File: config.mk
export PLATFORM = sky130hd
export DESIGN_NAME = mem_req_fifo
export DESIGN_NICKNAME = d
export VERILOG_FILES = /design/src/source/avalon_mem_pkg.sv /design/src/source/mem_req_fifo.sv
export SDC_FILE = /design/constraint.sdc
export NUM_CORES = 1
export LEC_CHECK = 0
export BUFFER_PORTS_ARGS = -buffer_cell sky130_fd_sc_hd__buf_2
export CORE_ASPECT_RATIO = 1.2
export CORE_MARGIN = 2
export CORE_UTILIZATION = 33
export CTS_CLUSTER_DIAMETER = 120
export DETAILED_ROUTE_END_ITERATION = 8
export HOLD_SLACK_MARGIN = 0.08
export PLACE_DENSITY = 0.58
export SLEW_MARGIN = 20
export SYNTH_ARGS = -nofsm -noshare
export SYNTH_HDL_FRONTEND = slang
export SYNTH_SLANG_ARGS = --single-unit
File: constraint.sdc
create_clock -name mem_fiu -period 4.12 [get_ports mem_fiu]
set_input_delay 0.206 -clock mem_fiu [delete_from_list [all_inputs] [get_ports mem_fiu]]
set_output_delay 0.206 -clock mem_fiu [all_outputs]
set_load 0.005 [all_outputs]
File: src/source/avalon_mem_pkg.sv
// ==========================================================================
// Shared widths, depths and stage counts for the local memory path.
// REQ_FIFO_DEPTH must be a power of two so the queue pointers wrap freely.
// Burst counts run from 1 to MAX_BURST and a count of zero is not legal.
// ==========================================================================

`default_nettype none

package avalon_mem_pkg;

    // Word address, data and byte enable widths
    localparam int MEM_ADDR_W = 10;
    localparam int MEM_DATA_W = 64;
    localparam int MEM_BE_W = MEM_DATA_W / 8;
    localparam int MEM_WORDS = 1024;

    // Longest burst and the count width that can hold it
    localparam int MAX_BURST = 4;
    localparam int MEM_BURST_W = $clog2(MAX_BURST + 1);

    // Default register stage counts between the AFU and the FIU
    localparam int N_REG_STAGES = 2;
    localparam int N_WAITREQUEST_STAGES = 2;

    // Request queue sizing
    localparam int REQ_FIFO_DEPTH = 16;
    localparam int REQ_FIFO_PTR_W = $clog2(REQ_FIFO_DEPTH);
    localparam int REQ_FIFO_CNT_W = $clog2(REQ_FIFO_DEPTH + 1);

    // Requests that may still land after the queue raises waitrequest
    localparam int REQ_FIFO_SLACK = N_REG_STAGES + N_WAITREQUEST_STAGES + 1;

    typedef logic [MEM_ADDR_W-1:0]  mem_addr_t;
    typedef logic [MEM_DATA_W-1:0]  mem_data_t;
    typedef logic [MEM_BE_W-1:0]    mem_be_t;
    typedef logic [MEM_BURST_W-1:0] mem_burst_t;

    // Burst engine states
    typedef enum logic [1:0] {
        ENG_IDLE,
        ENG_WRITE_BURST,
        ENG_READ_BURST
    } eng_state_t;

endpackage

`default_nettype wire

File: src/source/mem_req_fifo.sv
// ==========================================================================
// Request queue in front of the burst engine.
// Every strobed entry is stored, there is no overflow check, so the
// REQ_FIFO_SLACK margin on waitrequest must cover all requests in flight.
// ==========================================================================

`timescale 1ns/1ns
`default_nettype none

module mem_req_fifo
    import avalon_mem_pkg::*;
(
    input  wire logic       mem_fiu,
    input  wire logic       rst_n,

    // Push side from the register stage
    input  wire mem_addr_t  in_address,
    input  wire mem_burst_t in_burstcount,
    input  wire mem_data_t  in_writedata,
    input  wire mem_be_t    in_byteenable,
    input  wire logic       in_read,
    input  wire logic       in_write,
    output logic            fifo_waitrequest,

    // Head of the queue toward the engine
    output logic            req_valid,
    output mem_addr_t       req_address,
    output mem_burst_t      req_burstcount,
    output mem_data_t       req_writedata,
    output mem_be_t         req_byteenable,
    output logic            req_is_write,
    input  wire logic       req_pop
);

    mem_addr_t  q_address    [REQ_FIFO_DEPTH];
    mem_burst_t q_burstcount [REQ_FIFO_DEPTH];
    mem_data_t  q_writedata  [REQ_FIFO_DEPTH];
    mem_be_t    q_byteenable [REQ_FIFO_DEPTH];
    logic       q_is_write   [REQ_FIFO_DEPTH];

    logic [REQ_FIFO_PTR_W-1:0] wr_ptr;
    logic [REQ_FIFO_PTR_W-1:0] rd_ptr;
    logic [REQ_FIFO_CNT_W-1:0] count;
    logic [REQ_FIFO_CNT_W-1:0] count_next;
    logic                      push;
    logic                      pop;

    assign push = in_read || in_write;
    assign pop  = req_pop && req_valid;

    always_comb
    begin
        count_next = count + REQ_FIFO_CNT_W'(push) - REQ_FIFO_CNT_W'(pop);
    end

    // Pointers, fill level and the almost-full flag
    always_ff @(posedge mem_fiu or negedge rst_n)
    begin
        if (!rst_n)
        begin
            wr_ptr           <= '0;
            rd_ptr           <= '0;
            count            <= '0;
            fifo_waitrequest <= 1'b1;
        end
        else
        begin
            if (push)
            begin
                wr_ptr <= wr_ptr + 1'b1;
            end
            if (pop)
            begin
                rd_ptr <= rd_ptr + 1'b1;
            end
            count <= count_next;
            // Raised once fewer than REQ_FIFO_SLACK entries remain free
            fifo_waitrequest <= (REQ_FIFO_DEPTH - int'(count_next)) < REQ_FIFO_SLACK;
        end
    end

    // Entry storage
    always_ff @(posedge mem_fiu)
    begin
        if (push)
        begin
            q_address[wr_ptr]    <= in_address;
            q_burstcount[wr_ptr] <= in_burstcount;
            q_writedata[wr_ptr]  <= in_writedata;
            q_byteenable[wr_ptr] <= in_byteenable;
            q_is_write[wr_ptr]   <= in_write;
        end
    end

    assign req_valid      = (count != '0);
    assign req_address    = q_address[rd_ptr];
    assign req_burstcount = q_burstcount[rd_ptr];
    assign req_writedata  = q_writedata[rd_ptr];
    assign req_byteenable = q_byteenable[rd_ptr];
    assign req_is_write   = q_is_write[rd_ptr];

endmodule

`default_nettype wire

Word level (Yosys, flattened, before mapping)
Memories as Yosys holds them, arrays and structs flattened.
Index checks and enable logic that the tools add are counted.

word-level totals
  output and inout port bits = 88
  logic and storage cells = 20
  flip-flop bits (word level) = 14
  memories kept = 5
  memory bits (writable) = 1376
  input bits = 90

memories
  memory        words  width  rd ports  clocked after Yosys merged registers in  write ports  RTL line            source
  q_writedata   16     64     1         0                                        1            mem_req_fifo.sv:37  mem_data_t q_writedata [REQ_FIFO_DEPTH];
  q_address     16     10     1         0                                        1            mem_req_fifo.sv:35  mem_addr_t q_address [REQ_FIFO_DEPTH];
  q_byteenable  16     8      1         0                                        1            mem_req_fifo.sv:38  mem_be_t q_byteenable [REQ_FIFO_DEPTH];
  q_burstcount  16     3      1         0                                        1            mem_req_fifo.sv:36  mem_burst_t q_burstcount [REQ_FIFO_DEPTH];
  q_is_write    16     1      1         0                                        1            mem_req_fifo.sv:39  logic q_is_write [REQ_FIFO_DEPTH];

cells by class
  order comparisons = 1
  $add $sub $neg = 5
  muxes and demuxes = 2
  reduce and logical (&&, ||, !) cells = 3

operators with widths
  cell                                                 number
  adder 4 x 1 -> 4 bit (second input constant)         2
  < comparator 6 x 4 -> 1 bit (second input constant)  1
  subtractor 5 x 5 -> 6 bit (first input constant)     1
  adder 5 x 1 -> 5 bit                                 1
  nonzero test 5 bit                                   1
  subtractor 5 x 1 -> 5 bit                            1
  two-way mux 1 bit                                    2
  logical AND 1 bit                                    1
  logical OR 1 bit                                     1

Depth between registers and ports, before layout
Gate-level depths: netlist (run 1).

  word-level depth = 5
  gate-level depth with buffers = 14

Least setup slack after synthesis (run 1)
No wires, ideal clock.

  path type = input -> register
  from = input port in_write
  to = memory q_address[10][0] (netlist bit), enable pin
  stages on the path = 5
  arrival time = 2.888 ns
  path slack = 0.778 ns
  cell sequence = or2_2 -> clkbuf_1 -> inv_1 -> nor3b_1 -> and2_1

between the ends
  cells in the longest elaborated chain, start to end = 3

ends and longest elaborated chain
  what                                     RTL line            source
  from (decl)                              mem_req_fifo.sv:22  input wire logic in_write,
  logical OR 1 bit                         mem_req_fifo.sv:48  assign push = in_read || in_write;
  two-way mux 1 bit                        mem_req_fifo.sv:85  if (push)
  two-way mux 1 bit (not written as such)  mem_req_fifo.sv:87  q_address[wr_ptr] <= in_address;
  to (decl)                                mem_req_fifo.sv:35

Every way passes these cells.

Worst setup path in the final report (run 1)
  from = register rd_ptr[1]
  to = output port req_burstcount[0]

between the ends
  cells in the longest elaborated chain, start to end = 1

ends and longest elaborated chain
  what                      RTL line            source
  from (decl)               mem_req_fifo.sv:42  logic [REQ_FIFO_PTR_W-1:0] rd_ptr;
  from (signal assigned)    mem_req_fifo.sv:74  rd_ptr <= rd_ptr + 1'b1;
  memory read (16 x 3 bit)  --
  to (decl)                 mem_req_fifo.sv:28  output mem_burst_t req_burstcount,

Every way passes these cells.

==> results of run 1 <==
## cells in the mapped netlist, drive strengths merged
cell	count
a21o	1
a21oi	2
a22o	1
a22oi	172
and2	19
and3	1
buf	61
clkbuf	57
dfrtp	13
dfstp	1
edfxtp	1376
fa	1
ha	11
inv	11
mux2	1
mux4	344
nand2	89
nand2b	1
nand4	2
nor2	1
nor2b	2
nor3	1
nor3b	2
o21ai	2
or2	1
or3	1
or4b	1
xnor2	7
xor2	2
## metal layers
metal  wire, um  track usage
met1      52600        0.201
met2      64600        0.268
met3       7060       0.0349
met4       2160       0.0393
met5         39            0
## final cells by class
cell class	count	area, um2	area share
flip-flops and latches	1390	41700	0.676
multi-input cells	665	9920	0.161
clock buffers	179	3820	0.0620
repair buffers	342	2820	0.0457
well taps	2093	2620	0.0425
clock inverters	76	747	0.0121
inverters	11	41.3	0.000670
diodes	3	7.51	0.000122
## state kept, by name (all words and copies together) (netlist names)
| register | cells |
|---|---|
| count | 5 |
| q_writedata | 1024 |
| q_byteenable | 128 |
| q_address | 160 |
| q_burstcount | 48 |
| q_is_write | 16 |
| rd_ptr | 4 |
| fifo_waitrequest | 1 |
| wr_ptr | 4 |
## worst max-delay path by stage
stage / from / endpoint / slack [ns] / cells after the start
after global routing: rd_ptr[1] / req_burstcount[0] / 0.22 / 5
final: rd_ptr[1] / req_burstcount[0] / 0.38 / 5
after CTS: rd_ptr[1] / req_burstcount[0] / 0.28 / 5
after global placement: count[3] / fifo_waitrequest / 0.95 / 13
after floorplan: in_write / q_address[10][0] / 0.78 / 5
after detailed placement: count[3] / fifo_waitrequest / 1.06 / 13
## metrics by stage
stage	power [W]	worst slack [ns]	area, um2	instances
global placement	0.0314	0.948	56200	4410
detailed placement	0.0317	1.06	56200	4410
CTS	0.0444	0.283	61600	4756
global route	0.0456	0.222	61700	4758
finish	0.0437	0.384	61700	4759
floorplan	0.0265	0.778	52200	2184
## cell families (layout without fill, tap and decap cells)
logic type      after synthesis  count (layout)  synth area share
simple gates                121             121            0.0103
xor+xnor                      9               9           0.00151
other cells                   0               3                 0
fa+ha+maj                    12              12           0.00302
compound gates              178             178            0.0254
mux                         345             345             0.149
buf+inv                     129             608            0.0134
flops                      1390            1390             0.798
## power groups by stage
stage,Sequential [W],Clock (W),Combinational (W)
after floorplan,0.0184,0,0.00812
after global placement,0.0185,0,0.0129
after detailed placement,0.0186,0,0.0131
after CTS,0.0183,0.0129,0.0132
after global routing,0.0185,0.0134,0.0138
final,0.0183,0.0126,0.0128
==> results_dict.tcl, run 1 <==
set metrics [dict create \
    combPwrFrac 0.292 \
    cp.arrival_ns 3.53 \
    io_buffers 177 \
    power_switching_w 0.0132 \
    avgSynthCellArea_um2 23.9 \
    clock_latency_ns 0.79 \
    syn_to_final_growth_pct 18.0 \
    fin_util 0.393 \
    post_drt_via_cell_ratio 5.07 \
    setup_violations 0 \
    fillerInstances 13900 \
    p_per_area_nw_per_um2 708 \
    drv_slew 0 \
    die_w_um 367 \
    cp-start-kind "flop" \
    final_layout_size_suffix_gt1_frac 0.305 \
    syn-num-nets 2286 \
    max-clock-path-buffers 3 \
    dr.pass1.iters 5 \
    clock_skew_ns 0.0168 \
    die_y_um 440 \
    synth_area_um2 52200 \
    cp_top_family "flip-flops" \
    critPathMaxFanout 50 \
    grt_pass1_vias 25800 \
    worstHoldStart "in_address[0]" \
    syn_inst 2184 \
    yosysSeqAreaShare 0.798 \
    endpoint_kind "primary output" \
    timing.rr.start "count[3]" \
    netlist.area_leader.share 0.791 \
    power.share.clock 0.288 \
    final_cell_mix "1376 x edfxtp_1, 344 x mux4_2, 177 x buf_2" \
    cts_resized 0 \
    crit_chain "buf_4, mux4_2, a22oi_1, nand2_1, buf_2" \
    synth.distinct_cells 32 \
    critPathSlowestCell "dfrtp_4" \
    ys_seq_elements 1390 \
    hpwl_mm 65.0 \
    detail-route-antenna-nets 0 \
    num_vias 24200 \
    grt-ovfl-total 0 \
    cts_setup_buffers 0 \
    worst_slew_pin_slew_ns 0.935 \
    period_share 0.907 \
    p_int_w 0.0304 \
    outcome "finished clean" \
    row_count 159 \
    whs_ns 0.339 \
    drtIter0Drc 2280 \
    drc_errors 0 \
    gp_congestion 0.717 \
    core_area_um2 157000 \
    max-cap-violations 0 \
    clk_pin_slew_ns 0.06 \
    finalCriticalPeriod_ns 3.74 \
    grt_max_degree 81 \
    ios 178 \
    cts.root.buffer_cell "clkbuf_16" \
    r2r_end "fifo_waitrequest" \
    cpPeakStageDelay_ns 0.98 \
    cts_tree "yes" \
    cts-hold-fix-buffers 91 \
    start_util 0.333 \
    r2r_slack_ns 1.05 \
    dieArea_um2 161000 \
    rsz0062_at_grt "no" \
    grt.total_usage 0.156 \
    power.leakage_nw 19.6 \
    finalSetupTns_ns 0 \
    crit_type "reg2out" \
    seqPwrFrac 0.420 \
    relSlewSlack 0.376 \
    antenna_found_initial 10 \
    crit_required_ns 3.91 \
    hold_path_end "q_address[11][0]" \
    grt_pass1_wl_mm 182 \
    cts_buffers 142 \
    cp_num_buf_inv 2 \
    r2r_cells 13 \
    hold_class "in2reg" \
    final_common_cell "edfxtp_1" \
    max_freq_mhz 268 \
    wl_per_cell_um 26.6 \
    cts.sinks 1390 \
    whs_path_depth 2 \
    final_hold_viol_count 0 \
    netSwitchingFraction 0.302 \
    yosysWarnings 0 \
    yosysTopAreaCell "edfxtp_1" \
    synth_area_leaders "edfxtp_1 79%, mux4_2 15%, a22oi_1 2.5%" \
    wirelength_mm 126 \
    h-tree-depth 4 \
    nets 2654 \
    peakVddDrop_mv 0.571 \
]
Power figures use the tool's default switching activity.
==> run 2: changes to the inputs <==
--- a/config.mk
+++ b/config.mk
@@ -6,13 +6,15 @@
 export NUM_CORES = 1
 export LEC_CHECK = 0
 export BUFFER_PORTS_ARGS = -buffer_cell sky130_fd_sc_hd__buf_2
+export CELL_PAD_IN_SITES_DETAIL_PLACEMENT = 1
+export CELL_PAD_IN_SITES_GLOBAL_PLACEMENT = 1
 export CORE_ASPECT_RATIO = 1.2
 export CORE_MARGIN = 2
 export CORE_UTILIZATION = 33
 export CTS_CLUSTER_DIAMETER = 120
 export DETAILED_ROUTE_END_ITERATION = 8
 export HOLD_SLACK_MARGIN = 0.08
-export PLACE_DENSITY = 0.58
+export PLACE_DENSITY = 0.62
 export SLEW_MARGIN = 20
 export SYNTH_ARGS = -nofsm -noshare
 export SYNTH_HDL_FRONTEND = slang
==> run 2 against run 1 <==
Compared with the run above:
- die area is the same
- wire length grew 4.6%
- critical path depth unchanged
- via count up 1.5%
- core utilization about the same
- non-clock buffer count is 8 lower
- clock power is essentially flat
- worst hold slack gained 0.012 ns
==> results_dict.tcl, run 2 (synthesis gave the netlist of run 1 again) <==
set metrics [dict create \
    max-clock-path-buffers 3 \
    setup_violations 0 \
    fillerInstances 14900 \
    syn_to_final_growth_pct 18.0 \
    cts.sinks 1390 \
    largestRegisters "q_writedata: 1024 flops, q_address: 160 flops, q_byteenable: 128 flops" \
    outcome "finished clean" \
    die_w_um 367 \
    cts_resized 0 \
    peakVddDrop_mv 0.466 \
    period_share 0.880 \
    ios 178 \
    cts_tree "yes" \
    cp-start-kind "flop" \
    nets 2647 \
    grt.total_usage 0.165 \
    wirelength_mm 132 \
    max-cap-violations 0 \
    max_freq_mhz 276 \
    largest-register "q_writedata" \
    grt_pass1_vias 26900 \
    power.leakage_nw 19.6 \
    finalCriticalPeriod_ns 3.62 \
    cts_setup_buffers 0 \
    rsz0062_at_grt "no" \
    finalSetupTns_ns 0 \
    die_y_um 440 \
    drc_errors 0 \
    num_vias 24500 \
    clk_pin_slew_ns 0.06 \
    final_cell_mix "1376 x edfxtp_1, 344 x mux4_2, 177 x buf_2" \
    hold_class "in2reg" \
    final_common_cell "edfxtp_1" \
    post_drt_via_cell_ratio 5.16 \
    final_hold_viol_count 0 \
    h-tree-depth 4 \
    crit_type "reg2out" \
    row_count 159 \
    start_util 0.333 \
    relSlewSlack 0.274 \
    antenna_found_initial 20 \
    cp.arrival_ns 3.42 \
    dr.pass1.iters 5 \
    p_per_area_nw_per_um2 718 \
    endpoint_kind "primary output" \
    io_buffers 177 \
    hpwl_mm 70.2 \
    cts-hold-fix-buffers 91 \
    grt_pass1_wl_mm 193 \
    placedInstanceArea_um2 56100 \
    final_layout_size_suffix_gt1_frac 0.302 \
    fin_area_um2 61600 \
    gp_congestion 0.703 \
    critPathMaxFanout 48 \
    clock_skew_ns 0.0171 \
    crit_required_ns 3.91 \
    clock_latency_ns 0.77 \
    cts_buffers 143 \
    core_area_um2 157000 \
    dieArea_um2 161000 \
    detail-route-antenna-nets 0 \
    grt_max_degree 87 \
    grt-ovfl-total 0 \
    wl_per_cell_um 27.8 \
    worst_slew_pin_slew_ns 1.09 \
    diodes 0 \
    drv_slew 0 \
    cts.root.buffer_cell "clkbuf_16" \
    largest_register_ffs 1024 \
    drtIter0Drc 2080 \
]
[run 2: worst max-delay path, cell delays in order (launching register included)]
cell     delay (ns)
dfrtp_4        0.93
buf_12         0.41
mux4_2         0.58
a22oi_1        0.24
nand2_1        0.22
buf_2          0.18
[run 2: layout make-up]
type | count | area [um2] | share of cell area
sequential | 1390 | 41700 | 0.676
multi-input combinational | 665 | 9920 | 0.161
clock buffer | 174 | 3820 | 0.0620
timing repair buffer | 334 | 2740 | 0.0445
tap | 2093 | 2620 | 0.0425
clock inverter | 84 | 815 | 0.0132
inverter | 11 | 41.3 | 0.000670
[run 2: where the power goes]
group	internal [W]	leakage (nW)	switching (W)	total (W)
clock	0.00744	2.26	0.00541	0.0129
combinational	0.00551	4.73	0.00751	0.0130
sequential	0.0177	12.6	0.000685	0.0184
[run 2: metrics by stage]
step	utilization	total power (W)	setup slack, ns	hold WS (ns)	std cells
detailed placement	0.358	0.0320	0.967	0.127	4402
finish	0.393	0.0443	0.496	0.351	4751
CTS	0.393	0.0451	0.386	0.294	4751
global placement	0.358	0.0317	0.980	0.112	4402
global route	0.393	0.0462	0.291	0.339	4751
floorplan	-	0.0265	0.778	-0.0896	2184
[run 2: final timing paths]
check,to,slack (ns),from,cells after the start
max,req_writedata[24],0.50,rd_ptr[0],5
max reg2reg,fifo_waitrequest,0.93,count[3],13
max in group asynchronous,rd_ptr[0],2.54,rst_n,4
min in group asynchronous,fifo_waitrequest,0.49,rst_n,3
min,q_byteenable[3][5],0.35,in_byteenable[5],2
min reg2reg,count[0],0.53,count[0],1
[run 2: metal layers]
layer | routed length [um] | vias to the layer above | global-route usage
met2 | 66300 | 708 | 0.276
met3 | 6380 | 207 | 0.0289
li1 | - | 10100 | -
met4 | 2990 | 20 | 0.0490
met5 | 129 | - | 0
met1 | 56400 | 13500 | 0.220
