### src/source/avalon_mem_pkg.sv
// ==========================================================================
// Shared widths, depths and stage counts for the local memory path.
// REQ_FIFO_DEPTH must be a power of two so the queue pointers wrap freely.
// Burst counts run from 1 to MAX_BURST and a count of zero is not legal.
// ==========================================================================

`default_nettype none

package avalon_mem_pkg;

    // Word address, data and byte enable widths
    localparam int MEM_ADDR_W = 10;
    localparam int MEM_DATA_W = 64;
    localparam int MEM_BE_W = MEM_DATA_W / 8;
    localparam int MEM_WORDS = 1024;

    // Longest burst and the count width that can hold it
    localparam int MAX_BURST = 4;
    localparam int MEM_BURST_W = $clog2(MAX_BURST + 1);

    // Default register stage counts between the AFU and the FIU
    localparam int N_REG_STAGES = 2;
    localparam int N_WAITREQUEST_STAGES = 2;

    // Request queue sizing
    localparam int REQ_FIFO_DEPTH = 16;
    localparam int REQ_FIFO_PTR_W = $clog2(REQ_FIFO_DEPTH);
    localparam int REQ_FIFO_CNT_W = $clog2(REQ_FIFO_DEPTH + 1);

    // Requests that may still land after the queue raises waitrequest
    localparam int REQ_FIFO_SLACK = N_REG_STAGES + N_WAITREQUEST_STAGES + 1;

    typedef logic [MEM_ADDR_W-1:0]  mem_addr_t;
    typedef logic [MEM_DATA_W-1:0]  mem_data_t;
    typedef logic [MEM_BE_W-1:0]    mem_be_t;
    typedef logic [MEM_BURST_W-1:0] mem_burst_t;

    // Burst engine states
    typedef enum logic [1:0] {
        ENG_IDLE,
        ENG_WRITE_BURST,
        ENG_READ_BURST
    } eng_state_t;

endpackage

`default_nettype wire

### src/source/mem_burst_engine.sv
// ==========================================================================
// Burst engine between the request queue and the local RAM.
// A write burst occupies one queue entry per beat, a read burst only one.
// Responses leave two cycles after each RAM read address and cannot stall.
// ==========================================================================

`timescale 1ns/1ns
`default_nettype none

module mem_burst_engine
    import avalon_mem_pkg::*;
(
    input  wire logic       mem_fiu,
    input  wire logic       rst_n,

    // Queue head
    input  wire logic       req_valid,
    input  wire mem_addr_t  req_address,
    input  wire mem_burst_t req_burstcount,
    input  wire mem_data_t  req_writedata,
    input  wire mem_be_t    req_byteenable,
    input  wire logic       req_is_write,
    output logic            req_pop,

    // RAM port
    output logic            ram_we,
    output mem_be_t         ram_be,
    output mem_addr_t       ram_addr,
    output mem_data_t       ram_wdata,
    input  wire mem_data_t  ram_rdata,

    // Read responses
    output logic            rsp_valid,
    output mem_data_t       rsp_data
);

    eng_state_t state;

    // Burst base address, index of the next beat and beats still to run
    mem_addr_t  base_addr;
    mem_burst_t beat_idx;
    mem_burst_t beats_left;

    // A RAM read goes out this cycle, and its delayed copy lines up with ram_rdata
    logic       rd_issue;
    logic       rd_issue_d;

    always_comb
    begin
        req_pop   = 1'b0;
        ram_we    = 1'b0;
        rd_issue  = 1'b0;
        ram_be    = req_byteenable;
        ram_wdata = req_writedata;
        ram_addr  = base_addr + mem_addr_t'(beat_idx);

        case (state)
            ENG_IDLE:
            begin
                // The first beat of any request uses the address from the head
                ram_addr = req_address;
                if (req_valid)
                begin
                    req_pop  = 1'b1;
                    ram_we   = req_is_write;
                    rd_issue = !req_is_write;
                end
            end
            ENG_WRITE_BURST:
            begin
                // Later write beats wait for their data to reach the head
                if (req_valid)
                begin
                    req_pop = 1'b1;
                    ram_we  = 1'b1;
                end
            end
            ENG_READ_BURST:
            begin
                // The read was popped already, so the queue is left alone
                rd_issue = 1'b1;
            end
            default:
            begin
                ram_we = 1'b0;
            end
        endcase
    end

    always_ff @(posedge mem_fiu or negedge rst_n)
    begin
        if (!rst_n)
        begin
            state      <= ENG_IDLE;
            beat_idx   <= '0;
            beats_left <= '0;
            rd_issue_d <= 1'b0;
            rsp_valid  <= 1'b0;
        end
        else
        begin
            rd_issue_d <= rd_issue;
            rsp_valid  <= rd_issue_d;

            case (state)
                ENG_IDLE:
                begin
                    if (req_valid)
                    begin
                        beat_idx   <= mem_burst_t'(1);
                        beats_left <= req_burstcount - 1'b1;
                        // Single-beat requests finish in this cycle
                        if (req_burstcount > mem_burst_t'(1))
                        begin
                            state <= req_is_write ? ENG_WRITE_BURST : ENG_READ_BURST;
                        end
                    end
                end
                ENG_WRITE_BURST,
                ENG_READ_BURST:
                begin
                    if (req_valid || state == ENG_READ_BURST)
                    begin
                        beat_idx   <= beat_idx + 1'b1;
                        beats_left <= beats_left - 1'b1;
                        if (beats_left == mem_burst_t'(1))
                        begin
                            state <= ENG_IDLE;
                        end
                    end
                end
                default:
                begin
                    state <= ENG_IDLE;
                end
            endcase
        end
    end

    // Base is captured with the first beat, read data is retimed once more
    always_ff @(posedge mem_fiu)
    begin
        if (state == ENG_IDLE && req_valid)
        begin
            base_addr <= req_address;
        end
        rsp_data <= ram_rdata;
    end

endmodule

`default_nettype wire

### config.mk
export PLATFORM = sky130hd
export DESIGN_NAME = mem_burst_engine
export DESIGN_NICKNAME = d
export VERILOG_FILES = /design/src/source/avalon_mem_pkg.sv /design/src/source/mem_burst_engine.sv
export SDC_FILE = /design/constraint.sdc
export NUM_CORES = 1
export LEC_CHECK = 0
export ABC_AREA = 1
export BUFFER_PORTS_ARGS = -buffer_cell sky130_fd_sc_hd__buf_2
export CORE_AREA = 4 4 116 118
export DETAILED_ROUTE_END_ITERATION = 12
export DIE_AREA = 0 0 120 122
export PLACE_DENSITY_LB_ADDON = 0.05
export SLEW_MARGIN = 20
export SYNTH_ARGS = -nofsm -noshare
export SYNTH_HDL_FRONTEND = slang
export SYNTH_SLANG_ARGS = --single-unit
### constraint.sdc
create_clock -name mem_fiu -period 2.3 [get_ports mem_fiu]
set_input_delay 0.46 -clock mem_fiu [delete_from_list [all_inputs] [get_ports mem_fiu]]
set_output_delay 0.46 -clock mem_fiu [all_outputs]
set_load 0.1 [all_outputs]
After elaboration in Yosys (flattened, before gate mapping)
Cells that the tools add are included.
{"block": "word_totals", "regBits": 84, "inputBits": 153, "out_inout_bits": 149}
{"block": "classes", "add_sub_neg": 4, "n_lt_le_gt_ge": 1, "n_eq_ne": 7, "muxes": 19, "n_reduce_logical": 9}
{"operator": "3-bit two-way mux", "count": 4}
{"operator": "3-bit case mux with 2 select lines", "count": 2}
{"operator": "10-bit by 3-bit adder with 10-bit output", "count": 1}
{"operator": "10-bit two-way mux", "count": 1}
{"operator": "2-bit two-way mux", "count": 5}
{"operator": "2-bit != test (second input constant)", "count": 4}
{"operator": "3-bit by 1-bit subtractor with 3-bit output (second input constant)", "count": 2}
{"operator": "1-bit two-way mux", "count": 4}
{"operator": "1-bit case mux with 2 select lines", "count": 2}
{"operator": "2-bit case mux with 2 select lines", "count": 1}
{"operator": "4-bit AND reduction", "count": 1}
{"operator": "2-bit OR reduction", "count": 2}
{"operator": "3-bit by 1-bit adder with 3-bit output (second input constant)", "count": 1}
{"operator": "3-bit by 1-bit equality test with 1-bit output (second input constant)", "count": 1}
{"operator": "3-bit by 1-bit greater-than comparator with 1-bit output (second input constant)", "count": 1}
{"operator": "3-bit AND reduction", "count": 1}
{"operator": "2-bit by 1-bit equality test with 1-bit output (second input constant)", "count": 1}
{"operator": "2-bit equality test (second input constant)", "count": 1}
{"operator": "2-bit zero test", "count": 1}
{"operator": "2-bit nonzero test", "count": 1}
{"operator": "1-bit logical AND", "count": 1}
{"operator": "1-bit zero test", "count": 1}
{"operator": "1-bit logical OR", "count": 1}

Depth between registers and ports, before layout
Gate-level depths: netlist of the first run.
{"block": "logic_depth", "word_depth": 4, "depth_mapped": 9, "mapped_depth_nobuf": 9}

Worst setup path before layout of the first run
OpenSTA, ideal clock, no wires.
{"block": "synth_path", "path_type": "reg-to-output", "start": "register beat_idx[0]", "end": "output port ram_addr[4]", "arrival_time_ps": 3348, "t_required_ps": 1840, "setup_slack_ps": -1508, "path_stages_with_launch": 8, "path_buffers": 0, "cell_sequence": "dfrtp_1 > ha_1 > fa_1 > nand2_1 > nand2_1 > nand2_1 > xor2_1 > o21ai_0"}
{"block": "synth_between", "elab_chain_cells": 2}
{"item": "from (decl)", "line_no": "mem_burst_engine.sv:41", "source": "mem_burst_t beat_idx;"}
{"item": "from (signal assigned)", "line_no": "mem_burst_engine.sv:110", "source": "beat_idx <= mem_burst_t'(1);"}
{"item": "from (signal assigned)", "line_no": "mem_burst_engine.sv:124", "source": "beat_idx <= beat_idx + 1'b1;"}
{"item": "10-bit by 3-bit adder with 10-bit output", "line_no": "mem_burst_engine.sv:55", "source": "ram_addr = base_addr + mem_addr_t'(beat_idx);"}
{"item": "10-bit two-way mux", "line_no": "mem_burst_engine.sv:57", "source": "case (state)"}
{"item": "to (decl)", "line_no": "mem_burst_engine.sv:28", "source": "output mem_addr_t ram_addr,"}
Every way passes these cells.

Final worst setup path of the first run
{"block": "layout_path", "start": "register base_addr[0]", "end": "output port ram_addr[8]"}
{"block": "layout_between", "elab_chain_cells": 2}
{"item": "from (decl)", "line_no": "mem_burst_engine.sv:40", "source": "mem_addr_t base_addr;"}
{"item": "from (signal assigned)", "line_no": "mem_burst_engine.sv:145", "source": "base_addr <= req_address;"}
{"item": "10-bit by 3-bit adder with 10-bit output", "line_no": "mem_burst_engine.sv:55"}
{"item": "10-bit two-way mux", "line_no": "mem_burst_engine.sv:57"}
Every way passes these cells.

==> results of run 1 <==
## cell type report
cell class	count	area share, %
inverters	19	1.69
well taps	172	5.11
repair buffers	165	24.8
clock inverters	5	0.802
multi-input cells	114	18.2
clock buffers	10	5.94
flip-flops and latches	84	43.5
## worst max-delay path by stage
| stage | startpoint | end | slack [ns] | cells past startpoint |
|---|---|---|---|---|
| floorplan | beat_idx[0] | ram_addr[4] | -0.23 | 7 |
| global placement | beat_idx[0] | ram_addr[4] | 0.1 | 8 |
| detailed placement | beat_idx[0] | ram_addr[8] | 0.08 | 10 |
| CTS | base_addr[0] | ram_addr[4] | -0.15 | 8 |
| global route | base_addr[0] | ram_addr[8] | -0.20 | 10 |
| finish | base_addr[0] | ram_addr[8] | -0.10 | 10 |
## worst register-to-register path, stage by stage (launching register included)
cell and delay [ns]:
dfrtp_1 0.42, inv_1 0.10, ha_1 0.20, buf_6 0.19
nand2_1 0.07, inv_1 0.33
## timing repair
item | 4_1_cts | 5_1_grt
endpoints found under the hold margin | 10 | 0
cloned | 0 | 0
pin swaps | 1 | 0
hold buffers | 1 | 0
setup buffers | 4 | 1
setup endpoints to repair | 8 | 11
resized for setup | 10 | 8
## where the power goes
group	leakage [nW]	internal [mW]	switching (mW)
Clock	0.144	0.794	0.591
Combinational	1.15	0.951	2.13
Sequential	0.758	1.67	0.0913
Total	2.05	3.41	2.82
## kinds of logic after synthesis
kind of cell / count (synthesis) / share of synthesized area, %
adders and majority gates: 12 / 5.07
muxes: 1 / 0.362
buffers and inverters: 94 / 20.4
and+or+nand+nor: 78 / 10.5
DFF: 84 / 58.9
AOI/OAI and AO/OA: 21 / 4.22
xor gates and xnor gates: 2 / 0.563
## cells in the final DEF (no fill, tap or decap), types with 2 or more instances in the layout
master,count
a21oi_2,2
buf_12,13
buf_2,145
buf_4,5
clkbuf_16,10
clkinv_2,2
dfrtp_1,10
dfxtp_1,64
edfxtp_1,10
ha_1,9
inv_1,16
inv_2,3
nand2_1,45
nand2_2,6
nand3_1,10
nand3_2,2
nor2_1,8
nor2_2,2
o21ai_0,6
o21ai_2,3
o21ai_4,3
o21bai_1,2
## per-stage QoR
stage / std cells / setup TNS (ns)
after floorplan: 292 / -0.227
after global placement: 548 / 0
after detailed placement: 548 / 0
after CTS: 568 / -0.605
after global routing: 569 / -1.29
final: 569 / -0.419
## layer usage
| metal | up-vias | GRT usage [%] |
|---|---|---|
| met3 | 47 | 7.57 |
| met4 | 2 | 7.87 |
| met2 | 137 | 18.3 |
| met5 | - | 0 |
| met1 | 930 | 10.9 |
| li1 | 1052 | - |
## registers in the layout, indices dropped and copies added, names as in the netlist
signal / flops
rd_issue_d: 1
state: 2
beat_idx: 3
rsp_data: 64
rsp_valid: 1
base_addr: 10
beats_left: 3
==> results.sh, run 1 <==
export IMPL_top_layer="met5"
export IMPL_io_buffers=157
export IMPL_root_buffer="clkbuf_16"
export IMPL_cp_num_buf_inv=1
export IMPL_cp_cell_sequence="ha_2, fa_2, nand2_2, nand2_4, nand3_4, nor2_2, nand2_1, nand3_2, nand2_2, buf_12"
export IMPL_grt_pass1_vias=2304
export IMPL_ys_flop_type="dfxtp_1"
export IMPL_syn_to_final_growth_pct=35.5
export IMPL_cts_tree="done"
export IMPL_fin_area_mm2=0.00421
export IMPL_antenna_found_initial=1
export IMPL_synth_cell_types=28
export IMPL_r2r_end="base_addr[3]"
export IMPL_drv_slew=0
export IMPL_io_pins=302
export IMPL_start_kind="flop"
export IMPL_synth_seq_cells=84
export IMPL_fin_crit_sh_pct=105
export IMPL_path_delay_family="adder cells"
export IMPL_r2r_start="state[0]"
export IMPL_critPathArrivalTime_ns=1.94
export IMPL_p_leak_nw=2.05
export IMPL_start_util_pct=25.0
export IMPL_cpMaxStageDelayCell="edfxtp_1"
export IMPL_rr_worst_depth=5
export IMPL_slew_headroom_pct=66.0
export IMPL_synthTopCellsByArea="dfxtp_1 41%, buf_4 17%, edfxtp_1 9.7%"
export IMPL_grt_max_degree=15
export IMPL_cellPowerDensity_mw_per_mm2=1480
export IMPL_synth_top_cell_area_share_pct=41.2
export IMPL_synth_top_area_cell="dfxtp_1"
export IMPL_rsz0062_at_grt="true"
export IMPL_yosysSeqAreaShare_pct=58.9
export IMPL_r2r_slack_ns=0.64
export IMPL_grt_pass1_wl_mm=12.5
export IMPL_synth_area_mm2=0.00311
export IMPL_preCtsSetupSlack_ns=0.0807
export IMPL_finalPower_mw=6.23
export IMPL_core_area_mm2=0.0125
export IMPL_fin_skew_ns=0.00300
export IMPL_wl_met3_mm=1.17
export IMPL_vdd_ir_drop_max_uv=524
export IMPL_crit_path_max_fanout=4
export IMPL_slowest_delay_ns=0.37
export IMPL_cp_common_cell="nand2_2"
export IMPL_min_path_cells=1
export IMPL_drt_iter0_markers=38
export IMPL_wl_mm=8.45
export IMPL_nFillCells=1283
export IMPL_drtPass1Iterations=4
export IMPL_fp_dieH_um=122
export IMPL_ant_nets=0
export IMPL_drive_above_1_share_pct=52.9
export IMPL_placed_area_mm2=0.00381
export IMPL_nets=558
export IMPL_gr_total_overflow=0
export IMPL_cts_sink_count=84
export IMPL_htree_levels=3
export IMPL_vias_per_cell=3.81
export IMPL_status="finished, violations left"
export IMPL_netlist_instances=292
export IMPL_worst_ep_required_time_ns=1.84
export IMPL_wl_per_cell_um=14.9
export IMPL_grt_usage_pct=11.5
export IMPL_async_flop_share_pct=11.9
export IMPL_dpl_hpwl_mm=6.87
export IMPL_min_from="ram_rdata[12]"
export IMPL_ys_top_cells_by_count="72 x buf_4, 64 x dfxtp_1, 52 x nand2_1, 17 x inv_1"
export IMPL_via_count=2168
export IMPL_hp_class="in -> reg"
export IMPL_min_period_ns=2.40
export IMPL_hold_viol_final=0
export IMPL_violations="setup timing"
export IMPL_setup_viol=6
export IMPL_path_class="reg -> out"
export IMPL_yosysWarnings=0
export IMPL_synthesis_nets=457
export IMPL_wl_met2_mm=4.02
export IMPL_hold_end="rsp_data[12]"
export IMPL_m1WireLength_mm=2.83
export IMPL_end_kind="primary output"
export IMPL_diodes=0
export IMPL_drc=0
export IMPL_cts_buffers=9
export IMPL_num_rows=41
export IMPL_dieArea_mm2=0.0146
export IMPL_worstMarginPinSlew_ns=0.513
export IMPL_synth_edff_count=10
export IMPL_clockBufferDepth=2
export IMPL_regArea_mm2=0.00183
export IMPL_clk_insertion_delay_late_ns=0.33
export IMPL_fin_ws_ns=-0.104
export IMPL_clkTransAtPathRegs_ns=0.06
export IMPL_max_cap_viol_count=0
export IMPL_synth_most_common_cell="buf_4"
export IMPL_fmax_mhz=416
export IMPL_multiInputGateArea_um2=767
export IMPL_die_x_um=120
export IMPL_synth_area_per_cell_um2=10.7
export IMPL_whs_ns=0.219
export IMPL_gp_congestion=0.730
export IMPL_fin_util_pct=33.8
Power figures use the tool's default switching activity.
==> inputs of run 2 (changes only) <==
Settings changed: CAP_MARGIN set to 30, CELL_PAD_IN_SITES_DETAIL_PLACEMENT set to 0, CELL_PAD_IN_SITES_GLOBAL_PLACEMENT set to 1, CORE_AREA 4 4 116 118 to unset, CORE_MARGIN set to 4, CORE_UTILIZATION set to 24, DIE_AREA 0 0 120 122 to unset, SKIP_CTS_REPAIR_TIMING set to 1.
==> run 2 against run 1 <==
The run still ends with setup timing left. Flip-flop and latch count unchanged. Worst setup slack got worse by 0.058 ns. Power is 1.0% higher.
==> results.sh, run 2 (synthesis results as in run 1) <==
export IMPL_finalPower_mw=6.29
export IMPL_dp_cells=548
export IMPL_htree_levels=3
export IMPL_dieArea_mm2=0.0148
export IMPL_status="finished, violations left"
export IMPL_clk_insertion_delay_late_ns=0.33
export IMPL_nFillCells=1305
export IMPL_ant_nets=0
export IMPL_io_pins=302
export IMPL_final_cells=567
export IMPL_clkTransAtPathRegs_ns=0.07
export IMPL_via_count=2147
export IMPL_root_buffer="clkbuf_16"
export IMPL_fin_ws_ns=-0.161
export IMPL_r2r_start="state[0]"
export IMPL_hold_viol_final=0
export IMPL_crit_end="ram_addr[4]"
export IMPL_diodes=0
export IMPL_start_util_pct=24.5
export IMPL_layout_commonest_cell="buf_2"
export IMPL_cellPowerDensity_mw_per_mm2=1500
export IMPL_grt_usage_pct=10.9
export IMPL_clockBufferDepth=2
export IMPL_cts_tree="done"
export IMPL_worstMarginPinSlew_ns=0.516
export IMPL_drc=0
export IMPL_end_kind="primary output"
export IMPL_regMostFlops="rsp_data"
export IMPL_grt_pass1_wl_mm=11.9
export IMPL_cts_sink_count=84
export IMPL_wl_mm=8.01
export IMPL_r2r_end="base_addr[6]"
export IMPL_drv_slew=0
export IMPL_num_rows=41
export IMPL_largestRegisters="rsp_data x64, base_addr x10"
export IMPL_syn_to_final_growth_pct=35.0
export IMPL_p_leak_nw=2.04
export IMPL_hp_class="in -> reg"
export IMPL_final_cell_mix="145 x buf_2, 64 x dfxtp_1, 47 x nand2_1"
export IMPL_nets=555
export IMPL_preCtsSetupSlack_ns=0.0251
export IMPL_grt_max_degree=17
export IMPL_vias_per_cell=3.79
export IMPL_fin_util_pct=33.1
export IMPL_fp_dieH_um=122
export IMPL_wl_per_cell_um=14.1
export IMPL_drtPass1Iterations=4
export IMPL_critPathLaunch="base_addr[0]"
export IMPL_largest_reg_flops=64
export IMPL_die_x_um=122
export IMPL_io_buffers=157
export IMPL_drt_iter0_markers=72
export IMPL_crit_path_max_fanout=2
export IMPL_critPathArrivalTime_ns=2.00
export IMPL_fin_crit_sh_pct=107
export IMPL_gr_total_overflow=0
export IMPL_drive_above_1_share_pct=51.9
export IMPL_cts_buffers=9
export IMPL_grt_pass1_vias=2346
export IMPL_start_kind="flop"
export IMPL_max_cap_viol_count=0
export IMPL_core_area_mm2=0.0127
export IMPL_rr_worst_depth=5
export IMPL_setup_viol=5
export IMPL_dpl_hpwl_mm=6.36
export IMPL_r2r_slack_ns=0.59
export IMPL_worst_ep_required_time_ns=1.84
export IMPL_violations="setup timing"
export IMPL_antenna_found_initial=3
export IMPL_rsz0062_at_grt="true"
export IMPL_vdd_ir_drop_max_uv=919
export IMPL_min_period_ns=2.46
export IMPL_gp_congestion=0.657
export IMPL_path_class="reg -> out"
export IMPL_fmax_mhz=406
export IMPL_slew_headroom_pct=65.9
export IMPL_fin_skew_ns=0.00267
## run 2: worst max-delay path: stages (launching register included)
cell,delay [ns]
edfxtp_1,0.37
ha_2,0.21
fa_2,0.35
nand2_2,0.10
nand2_4,0.07
nand2_2,0.06
xor2_1,0.08
o21ai_2,0.23
buf_12,0.21
## run 2: stage by stage
stage,setup TNS (ns),instance area (um^2),hold WS (ns)
after global routing,-1.34,4200,0.200
after CTS,-1.14,4120,-0.0136
after global placement,0,3810,0.354
after floorplan,-0.227,3170,0.164
after detailed placement,0,3810,0.350
final,-0.400,4200,0.220
## run 2: cell type report
type	instances	area [um^2]	area share, %
clock buffers	9	225	5.37
clock inverters	7	80.1	1.91
repair buffers	162	1020	24.4
flip-flops and latches	84	1830	43.6
well taps	172	215	5.13
multi-input cells	114	752	17.9
inverters	19	71.3	1.70
## run 2: worst min path at each step
stage / slack (ns) / from / end / cells past startpoint
after floorplan: 0.16 / rst_n / beat_idx[0] / 0
after global placement: 0.35 / rd_issue_d / rsp_valid / 0
after detailed placement: 0.35 / rst_n / beats_left[1] / 1
after CTS: -0.01 / rst_n / beats_left[1] / 1
after global routing: 0.20 / ram_rdata[49] / rsp_data[49] / 1
final: 0.22 / ram_rdata[31] / rsp_data[31] / 1
## run 2: power breakdown
part	switching (mW)	internal, mW
Combinational	2.13	0.928
Sequential	0.0897	1.67
Clock	0.622	0.857
## run 2: routing by layer
layer  part of all wire, %  up-vias  GRT usage, %
li1                      -     1047             -
met1                    33      924          9.72
met2                    46      134          17.3
met3                    16       36          9.05
met4                   3.5        6          5.53
met5                  0.51        -             0
