===== config.mk =====
export PLATFORM = sky130hd
export DESIGN_NAME = avalon_mem_reg_stage
export DESIGN_NICKNAME = d
export VERILOG_FILES = /design/src/source/avalon_mem_pkg.sv /design/src/source/avalon_mem_reg_stage.sv
export SDC_FILE = /design/constraint.sdc
export NUM_CORES = 1
export LEC_CHECK = 0
export ABC_CLOCK_PERIOD_IN_PS = 900
export CAP_MARGIN = 20
export CORE_MARGIN = 2
export CORE_UTILIZATION = 35
export CTS_CLUSTER_DIAMETER = 60
export CTS_CLUSTER_SIZE = 40
export DETAILED_ROUTE_END_ITERATION = 16
export DONT_BUFFER_PORTS = 1
export PLACE_DENSITY = 0.55
export SLEW_MARGIN = 20
export SYNTH_ARGS = -nofsm -noshare
export SYNTH_HDL_FRONTEND = slang
export SYNTH_SLANG_ARGS = --single-unit

===== constraint.sdc =====
create_clock -name mem_fiu -period 0.9 [get_ports mem_fiu]
set_clock_uncertainty 0.05 [all_clocks]
set_input_delay 0.09 -clock mem_fiu [delete_from_list [all_inputs] [get_ports mem_fiu]]
set_output_delay 0.09 -clock mem_fiu [all_outputs]
set_load 0.005 [all_outputs]

===== src/source/avalon_mem_pkg.sv =====
// ==========================================================================
// Shared widths, depths and stage counts for the local memory path.
// REQ_FIFO_DEPTH must be a power of two so the queue pointers wrap freely.
// Burst counts run from 1 to MAX_BURST and a count of zero is not legal.
// ==========================================================================

`default_nettype none

package avalon_mem_pkg;

    // Word address, data and byte enable widths
    localparam int MEM_ADDR_W = 10;
    localparam int MEM_DATA_W = 64;
    localparam int MEM_BE_W = MEM_DATA_W / 8;
    localparam int MEM_WORDS = 1024;

    // Longest burst and the count width that can hold it
    localparam int MAX_BURST = 4;
    localparam int MEM_BURST_W = $clog2(MAX_BURST + 1);

    // Default register stage counts between the AFU and the FIU
    localparam int N_REG_STAGES = 2;
    localparam int N_WAITREQUEST_STAGES = 2;

    // Request queue sizing
    localparam int REQ_FIFO_DEPTH = 16;
    localparam int REQ_FIFO_PTR_W = $clog2(REQ_FIFO_DEPTH);
    localparam int REQ_FIFO_CNT_W = $clog2(REQ_FIFO_DEPTH + 1);

    // Requests that may still land after the queue raises waitrequest
    localparam int REQ_FIFO_SLACK = N_REG_STAGES + N_WAITREQUEST_STAGES + 1;

    typedef logic [MEM_ADDR_W-1:0]  mem_addr_t;
    typedef logic [MEM_DATA_W-1:0]  mem_data_t;
    typedef logic [MEM_BE_W-1:0]    mem_be_t;
    typedef logic [MEM_BURST_W-1:0] mem_burst_t;

    // Burst engine states
    typedef enum logic [1:0] {
        ENG_IDLE,
        ENG_WRITE_BURST,
        ENG_READ_BURST
    } eng_state_t;

endpackage

`default_nettype wire


===== src/source/avalon_mem_reg_stage.sv =====
// ==========================================================================
// Avalon-MM register stage between an AFU and the FIU memory side.
// Waitrequest behaves as almost-full: the FIU side must still accept
// N_REG_STAGES + N_WAITREQUEST_STAGES requests after raising it.
// N_REG_STAGES and N_WAITREQUEST_STAGES must both be at least 1.
// ==========================================================================

`timescale 1ns/1ns
`default_nettype none

module avalon_mem_reg_stage
    import avalon_mem_pkg::*;
#(
    parameter int N_REG_STAGES = avalon_mem_pkg::N_REG_STAGES,
    parameter int N_WAITREQUEST_STAGES = avalon_mem_pkg::N_WAITREQUEST_STAGES
)
(
    input  wire logic       mem_fiu,
    input  wire logic       rst_n,

    // AFU side
    input  wire mem_addr_t  afu_address,
    input  wire mem_burst_t afu_burstcount,
    input  wire mem_data_t  afu_writedata,
    input  wire mem_be_t    afu_byteenable,
    input  wire logic       afu_read,
    input  wire logic       afu_write,
    output logic            afu_waitrequest,
    output mem_data_t       afu_readdata,
    output logic            afu_readdatavalid,

    // FIU side
    output mem_addr_t       fiu_address,
    output mem_burst_t      fiu_burstcount,
    output mem_data_t       fiu_writedata,
    output mem_be_t         fiu_byteenable,
    output logic            fiu_read,
    output logic            fiu_write,
    input  wire logic       fiu_waitrequest,
    input  wire mem_data_t  fiu_readdata,
    input  wire logic       fiu_readdatavalid
);

    // Entry 0 of each request array is the AFU input, the last entry feeds the FIU
    mem_addr_t  req_address    [N_REG_STAGES+1];
    mem_burst_t req_burstcount [N_REG_STAGES+1];
    mem_data_t  req_writedata  [N_REG_STAGES+1];
    mem_be_t    req_byteenable [N_REG_STAGES+1];
    logic       req_read       [N_REG_STAGES+1];
    logic       req_write      [N_REG_STAGES+1];

    // Entry 0 of each response array is the FIU input, the last one feeds the AFU
    mem_data_t  rsp_readdata   [N_REG_STAGES+1];
    logic       rsp_valid      [N_REG_STAGES+1];

    // Bit 0 takes the FIU waitrequest, the top bit is what the AFU sees
    logic [N_WAITREQUEST_STAGES-1:0] wait_pipe;

    // A strobe only enters the pipe if the AFU could see waitrequest low
    assign req_address[0]    = afu_address;
    assign req_burstcount[0] = afu_burstcount;
    assign req_writedata[0]  = afu_writedata;
    assign req_byteenable[0] = afu_byteenable;
    assign req_read[0]       = afu_read && !afu_waitrequest;
    assign req_write[0]      = afu_write && !afu_waitrequest;

    assign rsp_readdata[0] = fiu_readdata;
    assign rsp_valid[0]    = fiu_readdatavalid;

    genvar s;
    generate
        for (s = 1; s <= N_REG_STAGES; s = s + 1)
        begin : g_stage
            // Strobes are cleared on reset so no stale request escapes
            always_ff @(posedge mem_fiu or negedge rst_n)
            begin
                if (!rst_n)
                begin
                    req_read[s]  <= 1'b0;
                    req_write[s] <= 1'b0;
                    rsp_valid[s] <= 1'b0;
                end
                else
                begin
                    req_read[s]  <= req_read[s-1];
                    req_write[s] <= req_write[s-1];
                    rsp_valid[s] <= rsp_valid[s-1];
                end
            end

            // Payload only has meaning alongside a strobe
            always_ff @(posedge mem_fiu)
            begin
                req_address[s]    <= req_address[s-1];
                req_burstcount[s] <= req_burstcount[s-1];
                req_writedata[s]  <= req_writedata[s-1];
                req_byteenable[s] <= req_byteenable[s-1];
                rsp_readdata[s]   <= rsp_readdata[s-1];
            end
        end
    endgenerate

    // Waitrequest delay line, held high out of reset
    always_ff @(posedge mem_fiu or negedge rst_n)
    begin
        if (!rst_n)
        begin
            wait_pipe <= '1;
        end
        else
        begin
            wait_pipe[0] <= fiu_waitrequest;
            for (int i = 1; i < N_WAITREQUEST_STAGES; i++)
            begin
                wait_pipe[i] <= wait_pipe[i-1];
            end
        end
    end

    assign afu_waitrequest   = wait_pipe[N_WAITREQUEST_STAGES-1];
    assign afu_readdata      = rsp_readdata[N_REG_STAGES];
    assign afu_readdatavalid = rsp_valid[N_REG_STAGES];

    assign fiu_address    = req_address[N_REG_STAGES];
    assign fiu_burstcount = req_burstcount[N_REG_STAGES];
    assign fiu_writedata  = req_writedata[N_REG_STAGES];
    assign fiu_byteenable = req_byteenable[N_REG_STAGES];
    assign fiu_read       = req_read[N_REG_STAGES];
    assign fiu_write      = req_write[N_REG_STAGES];

endmodule

`default_nettype wire


==> results_dict.tcl, run 1 <==
set metrics [dict create \
    synth.distinct_cells 5 \
    die_h_um 148 \
    cts.sinks 306 \
    syn_area_um2 7300 \
    yosys-top-cells-area "dfxtp_1, buf_4, dfrtp_1, dfstp_2, nor2b_1" \
    cts_buffers 17 \
    netlist_instances 457 \
    ctsHoldBuffers 122 \
    netlist.top_cell.by_area "dfxtp_1" \
    status "did not finish" \
    core.rowCount 52 \
    die-width_um 148 \
    dpl_cell_area_um2 6520 \
    h-tree-depth 1 \
    syn_area_per_cell_um2 16.0 \
    ys_ff_latch 306 \
    portBuffers 0 \
    yosysWarnings 0 \
    synth-seq-area-share_pct 84.5 \
    synth_top_area_share_pct 81.7 \
    synth_fp_nets 612 \
    clock-root-buffer "clkbuf_16" \
    start_util_pct 35.8 \
    haltStage "clock tree synthesis" \
    ctsLongestPathBuffers 3 \
    firstError "[ERROR RSZ-0060] Max buffer count reached." \
    ioPinCount 308 \
    cts_setup_buffers 0 \
    gp_congestion 0.706 \
    post_cts_resized 149 \
]
==> synthesized netlist by cell type, drive strengths merged <==
cell	n
dfxtp	298
dfrtp	6
nor2b	2
buf	149
dfstp	2
==> metrics by stage <==
stage | std cells | setup WS [ps] | utilization (%)
3_5_place_dp | 578 | 150 | 32.0
3_3_place_gp | 578 | 152 | 32.0
2_1_floorplan | 457 | 171 | -
==> kinds of logic after synthesis <==
kind of cell	after synthesis	share of synthesized area, %
AND/OR/NAND/NOR	2	0.171
flip-flops	306	84.5
buffers and inverters	149	15.3
==> inputs of run 2 (changes only) <==
- CORE_UTILIZATION: 35 -> 20
- CTS_CLUSTER_DIAMETER: 60 -> default
- CTS_CLUSTER_SIZE: 40 -> default
- PLACE_DENSITY: 0.55 -> default
- PLACE_DENSITY_LB_ADDON: default -> 0.15
==> results_dict.tcl, run 2 <==
set metrics [dict create \
    ys.flop_type "dfxtp_1" \
    r2r_slack_ps 140 \
    die-width_um 195 \
    clkTransAtPathRegs_ps 60 \
    hold_viol 0 \
    total_power_w 0.0281 \
    cts_buffers 34 \
    synth_common_cells "dfxtp_1, buf_4, dfrtp_1, dfstp_2, nor2b_1" \
    finalWirelength_um 12900 \
    syn_area_um2 7300 \
    synthSimpleGateAreaFrac_pct 0.171 \
    synth-edff-count 0 \
    layout_commonest_cell "dlygate4sd3_1" \
    syn2layout_area_growth_pct 30.9 \
    final_max_slew_viol_count 0 \
    gp_congestion 0.663 \
    post-route-cell-area_um2 9560 \
    cts_setup_buffers 0 \
    synth.distinct_cells 5 \
    layout_min_cycle_time_ps 1200 \
    via_count 2905 \
    cts.sinks 306 \
    rsz0062_at_grt "yes" \
    min_path_cells 1 \
    ioPinCount 308 \
    maxSlewHeadroom_pct 77.4 \
    drt-initial-drc-count 25 \
    grt_max_degree 14 \
    synth_compound_gate_area_share_pct 0 \
    synthArstFlopShare_pct 2.61 \
    h-tree-depth 2 \
    power.density_nw_per_um2 2940 \
    antenna_found_initial 4 \
    vias_per_cell 2.95 \
    vdd_drop_max_mv 1.36 \
    layout_common_cells "dlygate4sd3_1, dfxtp_1, dfxtp_2" \
    nets 654 \
    yosys-top-cells-area "dfxtp_1, buf_4, dfrtp_1, dfstp_2, nor2b_1" \
    clk_latency_ps 520 \
    grt_overflow 0 \
    max_cap_viol_count 0 \
    yosysWarnings 0 \
    dpl_cell_area_um2 6760 \
    worst_pin_slew_ps 337 \
    netlist_instances 457 \
    core-area_um2 35700 \
    reg2regPathDepth 1 \
    hp-class "in -> reg" \
    synth_top_area_share_pct 81.7 \
    grt_pass1_wl_um 18700 \
    status "finished with violations" \
    dp_hpwl_um 8410 \
    crit_arrival_ps 1060 \
    crit_path_end_kind "output port" \
    start_util_pct 20.4 \
    finalSetupViolations 153 \
    leakagePower_nw 3.76 \
    utilization_pct 26.7 \
    synth.most_common_cell "dfxtp_1" \
    synth-seq-area-share_pct 84.5 \
    critPathKind "reg -> out" \
    cts_tree "yes" \
    post-route-period-util_pct 133 \
    die_h_um 195 \
    synth_fa_ha_area_share_pct 0 \
    fmax_mhz 836 \
    ctsLongestPathBuffers 3 \
    dieArea_um2 38000 \
    grt_usage_pct 6.76 \
    cp.depth 0 \
    synth_top_family_by_area "buffers and inverters" \
    synth_fp_nets 612 \
    synth_xor_area_share_pct 0 \
    layout_setup_ws_ps -296 \
    drt-pass1-iter-count 4 \
    netlist.top_cell.by_area "dfxtp_1" \
    clock-root-buffer "clkbuf_16" \
    fin_setup_tns_ps -13030 \
    post_drt_wl_per_cell_um 13.1 \
    portBuffers 0 \
    muxShareOfSynthArea_pct 0 \
    drc 0 \
    ys_ff_latch 306 \
    cp.required_ps 760 \
    syn_area_per_cell_um2 16.0 \
    violations "negative setup slack" \
    drive_above_1_share_pct 38.4 \
    core.rowCount 69 \
    grt_pass1_vias 3244 \
    crit_path_start_kind "flop" \
    ant_nets 0 \
    crit_path_max_fanout 3 \
]
run 2: cell counts after synthesis:
Identical to the previous run, type by type.
run 2: cells by family (layout without fill, tap and decap cells):
kind of cell	Yosys count	in the layout
DFF	306	306
buffers and inverters	149	213
and+or+nand+nor	2	2
other	0	4
run 2: layout make-up:
class,instances,area [um^2]
Clock buffer,46,937
Multi-Input combinational cell,2,12.5
Timing Repair Buffer,155,1550
Fill cell,3619,26200
Clock inverter,12,110
Tap cell,461,577
Antenna cell,4,10.0
Sequential cell,306,6360
run 2: worst paths after layout:
kind	startpoint	to
worst max-delay path	wait_pipe[1]$_DFF_PN1_	afu_waitrequest
worst min-delay path	fiu_readdata[49]	rsp_readdata[113]$_DFF_P_
worst max register to register	wait_pipe[1]$_DFF_PN1_	req_read[1]$_DFF_PN0_
worst min register to register	rsp_readdata[83]$_DFF_P_	afu_readdata[19]$_DFF_P_
max in group asynchronous	rst_n	wait_pipe[1]$_DFF_PN1_
min in group asynchronous	rst_n	fiu_write$_DFF_PN0_
run 2: metal layers:
layer	vias up	global-route usage, %	share of wire, %
li1	1348	-	-
met1	1317	6.03	33
met2	195	11.0	49
met5	-	0	0
met3	45	3.97	12
met4	0	5.60	5.4
run 2: timing repair:
action,in CTS,in global routing
resized for setup,150,0
hold endpoints to repair,161,0
endpoints found under the setup margin,153,153
hold buffers,155,0
run 2: metrics by stage:
stage               worst slack (ps)  hold slack [ps]  cells
CTS                             -344             10.1    982
detailed placement               144             -255    769
floorplan                        171             -256    457
global placement                 142             -255    769
global route                    -352             30.3    985
finish                          -296             62.9    986
run 2: power by group:
group | leakage (nW) | switching [W] | internal, W
combinational | 0.652 | 0.000108 | 0.000448
sequential | 2.61 | 0.000310 | 0.0144
clock | 0.500 | 0.00526 | 0.00762
total | 3.76 | 0.00567 | 0.0224
Power figures use the tool's default switching activity.
==> inputs of run 3 (changes only) <==
- ABC_CLOCK_PERIOD_IN_PS: 900 -> 1000
- clock period: 0.9 -> 1 ns (I/O delays scaled with it)
==> results_dict.tcl, run 3 (same netlist as run 2, synthesis figures left out) <==
set metrics [dict create \
    status "finished with violations" \
    violations "negative setup slack" \
    stdcell_count 988 \
    grt_pass1_vias 3282 \
    die_h_um 195 \
    portBuffers 0 \
    hold_viol 0 \
    ant_nets 0 \
    antenna_found_initial 3 \
    total_power_w 0.0270 \
    drt-initial-drc-count 19 \
    vias_per_cell 2.91 \
    drive_above_1_share_pct 39.7 \
    core.rowCount 69 \
    layout_min_cycle_time_ps 1240 \
    die-width_um 195 \
    layout_setup_ws_ps -238 \
    grt_usage_pct 6.89 \
    grt_pass1_wl_um 19200 \
    cp.required_ps 850 \
    dp.cells 769 \
    dieArea_um2 38000 \
    cts_setup_buffers 0 \
    drc 0 \
    syn2layout_area_growth_pct 33.4 \
    crit_path_start_kind "flop" \
    worst_pin_slew_ps 343 \
    crit_path_end_kind "output port" \
    rsz0062_at_grt "yes" \
    fmax_mhz 808 \
    maxSlewHeadroom_pct 77.1 \
    crit_arrival_ps 1090 \
    post-route-period-util_pct 124 \
    grt_overflow 0 \
    nets 654 \
    layout_common_cells "dlygate4sd3_1, dfxtp_1, dfxtp_2" \
    max_cap_viol_count 0 \
    whs_ps 67.1 \
    leakagePower_nw 3.86 \
    gp_congestion 0.644 \
    grt_max_degree 15 \
    post_drt_wl_per_cell_um 13.3 \
    critPathKind "reg -> out" \
    start_util_pct 20.4 \
    cts_buffers 34 \
    power.density_nw_per_um2 2770 \
    layout_commonest_cell "dlygate4sd3_1" \
    finalWirelength_um 13100 \
    finalSetupViolations 84 \
    cts.sinks 306 \
    clk_latency_ps 530 \
    drt-pass1-iter-count 2 \
    ioPinCount 308 \
    cts_tree "yes" \
    vdd_drop_max_mv 1.37 \
    clock-root-buffer "clkbuf_16" \
    crit_path_max_fanout 3 \
    fin_setup_tns_ps -994 \
    ctsLongestPathBuffers 3 \
    hp-class "in -> reg" \
    final_max_slew_viol_count 0 \
    via_count 2875 \
    h-tree-depth 2 \
    clkTransAtPathRegs_ps 60 \
    core-area_um2 35700 \
]
==> run 3: changes by cell type in the layout (fill, tap and decap cells not counted), sizes merged <==
| cell | change |
|---|---|
| diode | -1 |
| clkbuf | +1 |
| clkinvlp | -1 |
| clkinv | -1 |
| bufinv | +4 |
==> run 3: repair_timing <==
action / in CTS / in global routing
gates resized for setup: 150 / 0
cloned: 0 / 0
hold buffers: 155 / 0
setup endpoints to repair: 153 / 153
hold endpoints to repair: 161 / 0
==> run 3: final timing paths <==
path / cells past startpoint / slack (ps) / from / endpoint
worst max-delay path: 0 / -240 / wait_pipe[1]$_DFF_PN1_ / afu_waitrequest
worst min-delay path: 1 / 70 / afu_writedata[28] / req_writedata[92]$_DFF_P_
worst max register to register: 1 / 190 / wait_pipe[1]$_DFF_PN1_ / req_read[1]$_DFF_PN0_
worst min register to register: 0 / 270 / rsp_readdata[123]$_DFF_P_ / afu_readdata[59]$_DFF_P_
max in group asynchronous: 2 / 190 / rst_n / wait_pipe[0]$_DFF_PN1_
min in group asynchronous: 2 / 410 / rst_n / rsp_valid[1]$_DFF_PN0_
==> run 3: metrics by stage <==
step                      utilization, %  setup slack, ps  instance area, um^2
after detailed placement            18.9              231                 6760
after CTS                           27.2             -282                 9730
final                               27.2             -238                 9740
after global routing                27.2             -294                 9740
after global placement              18.9              235                 6760
after floorplan                        -              271                 7300
==> run 3: area by class of cell <==
class,count,area (um^2)
sequential,306,6360
clock buffer,47,1000
tap,461,577
multi-input combinational,2,12.5
fill,3601,26000
antenna,3,7.51
timing repair buffer,155,1550
clock inverter,14,233
==> run 3: power by group <==
group          total, W  internal [W]  switching (W)
clock network    0.0133       0.00835        0.00491
logic          0.000499      0.000403      0.0000957
registers        0.0132        0.0129       0.000280
==> run 3: layer usage <==
metal	global-route usage (%)	vias to the layer above	part of all wire, %
li1	-	1347	-
met1	6.11	1295	33
met2	11.3	191	49
met3	4.18	42	12
met4	5.43	0	5.3
met5	0	-	0
==> inputs of run 4 (changes only) <==
- CELL_PAD_IN_SITES_DETAIL_PLACEMENT: default -> 1
- CELL_PAD_IN_SITES_GLOBAL_PLACEMENT: default -> 1
- GPL_ROUTABILITY_DRIVEN: default -> 0
- PLACE_DENSITY: default -> 0.42
- PLACE_DENSITY_LB_ADDON: 0.15 -> default
==> results_dict.tcl, run 4 (same netlist as run 2, synthesis figures left out) <==
set metrics [dict create \
    status "finished with violations" \
    violations "negative setup slack" \
    leakagePower_nw 3.85 \
    grt_overflow 0 \
    min_path_cells 1 \
    min_to "req_writedata[81]$_DFF_P_" \
    crit_arrival_ps 1070 \
    die_h_um 195 \
    rsz0062_at_grt "yes" \
    vdd_drop_max_mv 1.36 \
    post-route-period-util_pct 122 \
    post_drt_wl_per_cell_um 14.8 \
    finalWirelength_um 14600 \
    die-width_um 195 \
    crit_path_end_kind "output port" \
    hp-class "in -> reg" \
    dpl_cell_area_um2 6760 \
    drive_above_1_share_pct 38.9 \
    dp_hpwl_um 9230 \
    h-tree-depth 2 \
    maxSlewHeadroom_pct 78.4 \
    regArea_um2 6360 \
    layout_min_cycle_time_ps 1220 \
    ant_nets 0 \
    layout_common_cells "dlygate4sd3_1, dfxtp_1, dfxtp_2" \
    start_util_pct 20.4 \
    max_cap_viol_count 0 \
    r2r_slack_ps 230 \
    syn2layout_area_growth_pct 33.1 \
    worst_pin_slew_ps 323 \
    drc 0 \
    multi_input_area_um2 12.5 \
    min_from "afu_writedata[17]" \
    cts.sinks 306 \
    final_max_slew_viol_count 0 \
    cp.required_ps 850 \
    reg2reg_from "wait_pipe[1]$_DFF_PN1_" \
    core-area_um2 35700 \
    fin_setup_tns_ps -638 \
    grt_pass1_wl_um 21100 \
    cts_buffers 34 \
    vias_per_cell 2.94 \
    power.density_nw_per_um2 2770 \
    cts_tree "yes" \
    antenna_found_initial 3 \
    crit_path_start_kind "flop" \
    fmax_mhz 820 \
    ctsLongestPathBuffers 3 \
    portBuffers 0 \
    stdcell_count 985 \
    drt-pass1-iter-count 3 \
    clock-root-buffer "clkbuf_16" \
    layout_setup_ws_ps -220 \
    crit_path_max_fanout 3 \
    place_ws_ps 229 \
    clk_latency_ps 520 \
    ioPinCount 308 \
    fill_cells 3730 \
    timing.rr.end "req_read[1]$_DFF_PN0_" \
    dieArea_um2 38000 \
    hold_viol 0 \
    dp.cells 769 \
    grt_usage_pct 7.65 \
    clkTransAtPathRegs_ps 60 \
    post-route-cell-area_um2 9720 \
    grt_max_degree 15 \
    core.rowCount 69 \
    grt_pass1_vias 3407 \
    layout_commonest_cell "dlygate4sd3_1" \
    nets 654 \
    reg2regPathDepth 1 \
    drt-initial-drc-count 40 \
    critPathKind "reg -> out" \
    finalSetupViolations 38 \
    via_count 2899 \
]
==> run 4: how the worst max path moves through the flow <==
| stage | start | endpoint | slack [ps] | cells past startpoint |
|---|---|---|---|---|
| global route | wait_pipe[1]$_DFF_PN1_ | afu_waitrequest | -280 | 0 |
| CTS | wait_pipe[1]$_DFF_PN1_ | afu_waitrequest | -270 | 0 |
| finish | wait_pipe[1]$_DFF_PN1_ | afu_waitrequest | -220 | 0 |
| detailed placement | wait_pipe[1]$_DFF_PN1_ | req_read[1]$_DFF_PN0_ | 230 | 1 |
| global placement | wait_pipe[1]$_DFF_PN1_ | req_read[1]$_DFF_PN0_ | 240 | 1 |
| floorplan | wait_pipe[1]$_DFF_PN1_ | req_read[1]$_DFF_PN0_ | 270 | 1 |
==> run 4: final cells by class <==
class / count / area share, %
Antenna cell: 2 / 0.0515
Clock buffer: 48 / 10.4
Clock inverter: 11 / 2.06
Multi-Input combinational cell: 2 / 0.129
Sequential cell: 306 / 65.5
Tap cell: 461 / 5.94
Timing Repair Buffer: 155 / 16.0
==> run 4: timing repair <==
action / CTS / global route
hold buffers: 155 / 0
gates resized for setup: 152 / 0
endpoints found under the setup margin: 153 / 153
buffers inserted: 0 / 0
endpoints found under the hold margin: 161 / 0
==> run 4: power breakdown <==
group          internal (W)  leakage, nW  switching, W
logic              0.000403        0.652     0.0000982
registers            0.0129         2.61      0.000301
clock network       0.00835        0.581       0.00487
==> run 4: layer usage <==
metal	track usage, %	vias up	share of wire (%)
li1	-	1340	-
met1	6.67	1332	33
met2	13.3	190	52
met3	4.92	35	12
met4	4.33	2	4.0
met5	0	-	0.11
==> run 4: metrics by stage <==
step	hold WS (ps)	utilization, %	total power, W
after detailed placement	-245	18.9	0.0134
after global placement	-245	18.9	0.0134
after CTS	26.2	27.2	0.0274
after global routing	39.2	27.2	0.0281
final	75.5	27.2	0.0269
after floorplan	-246	-	0.0137
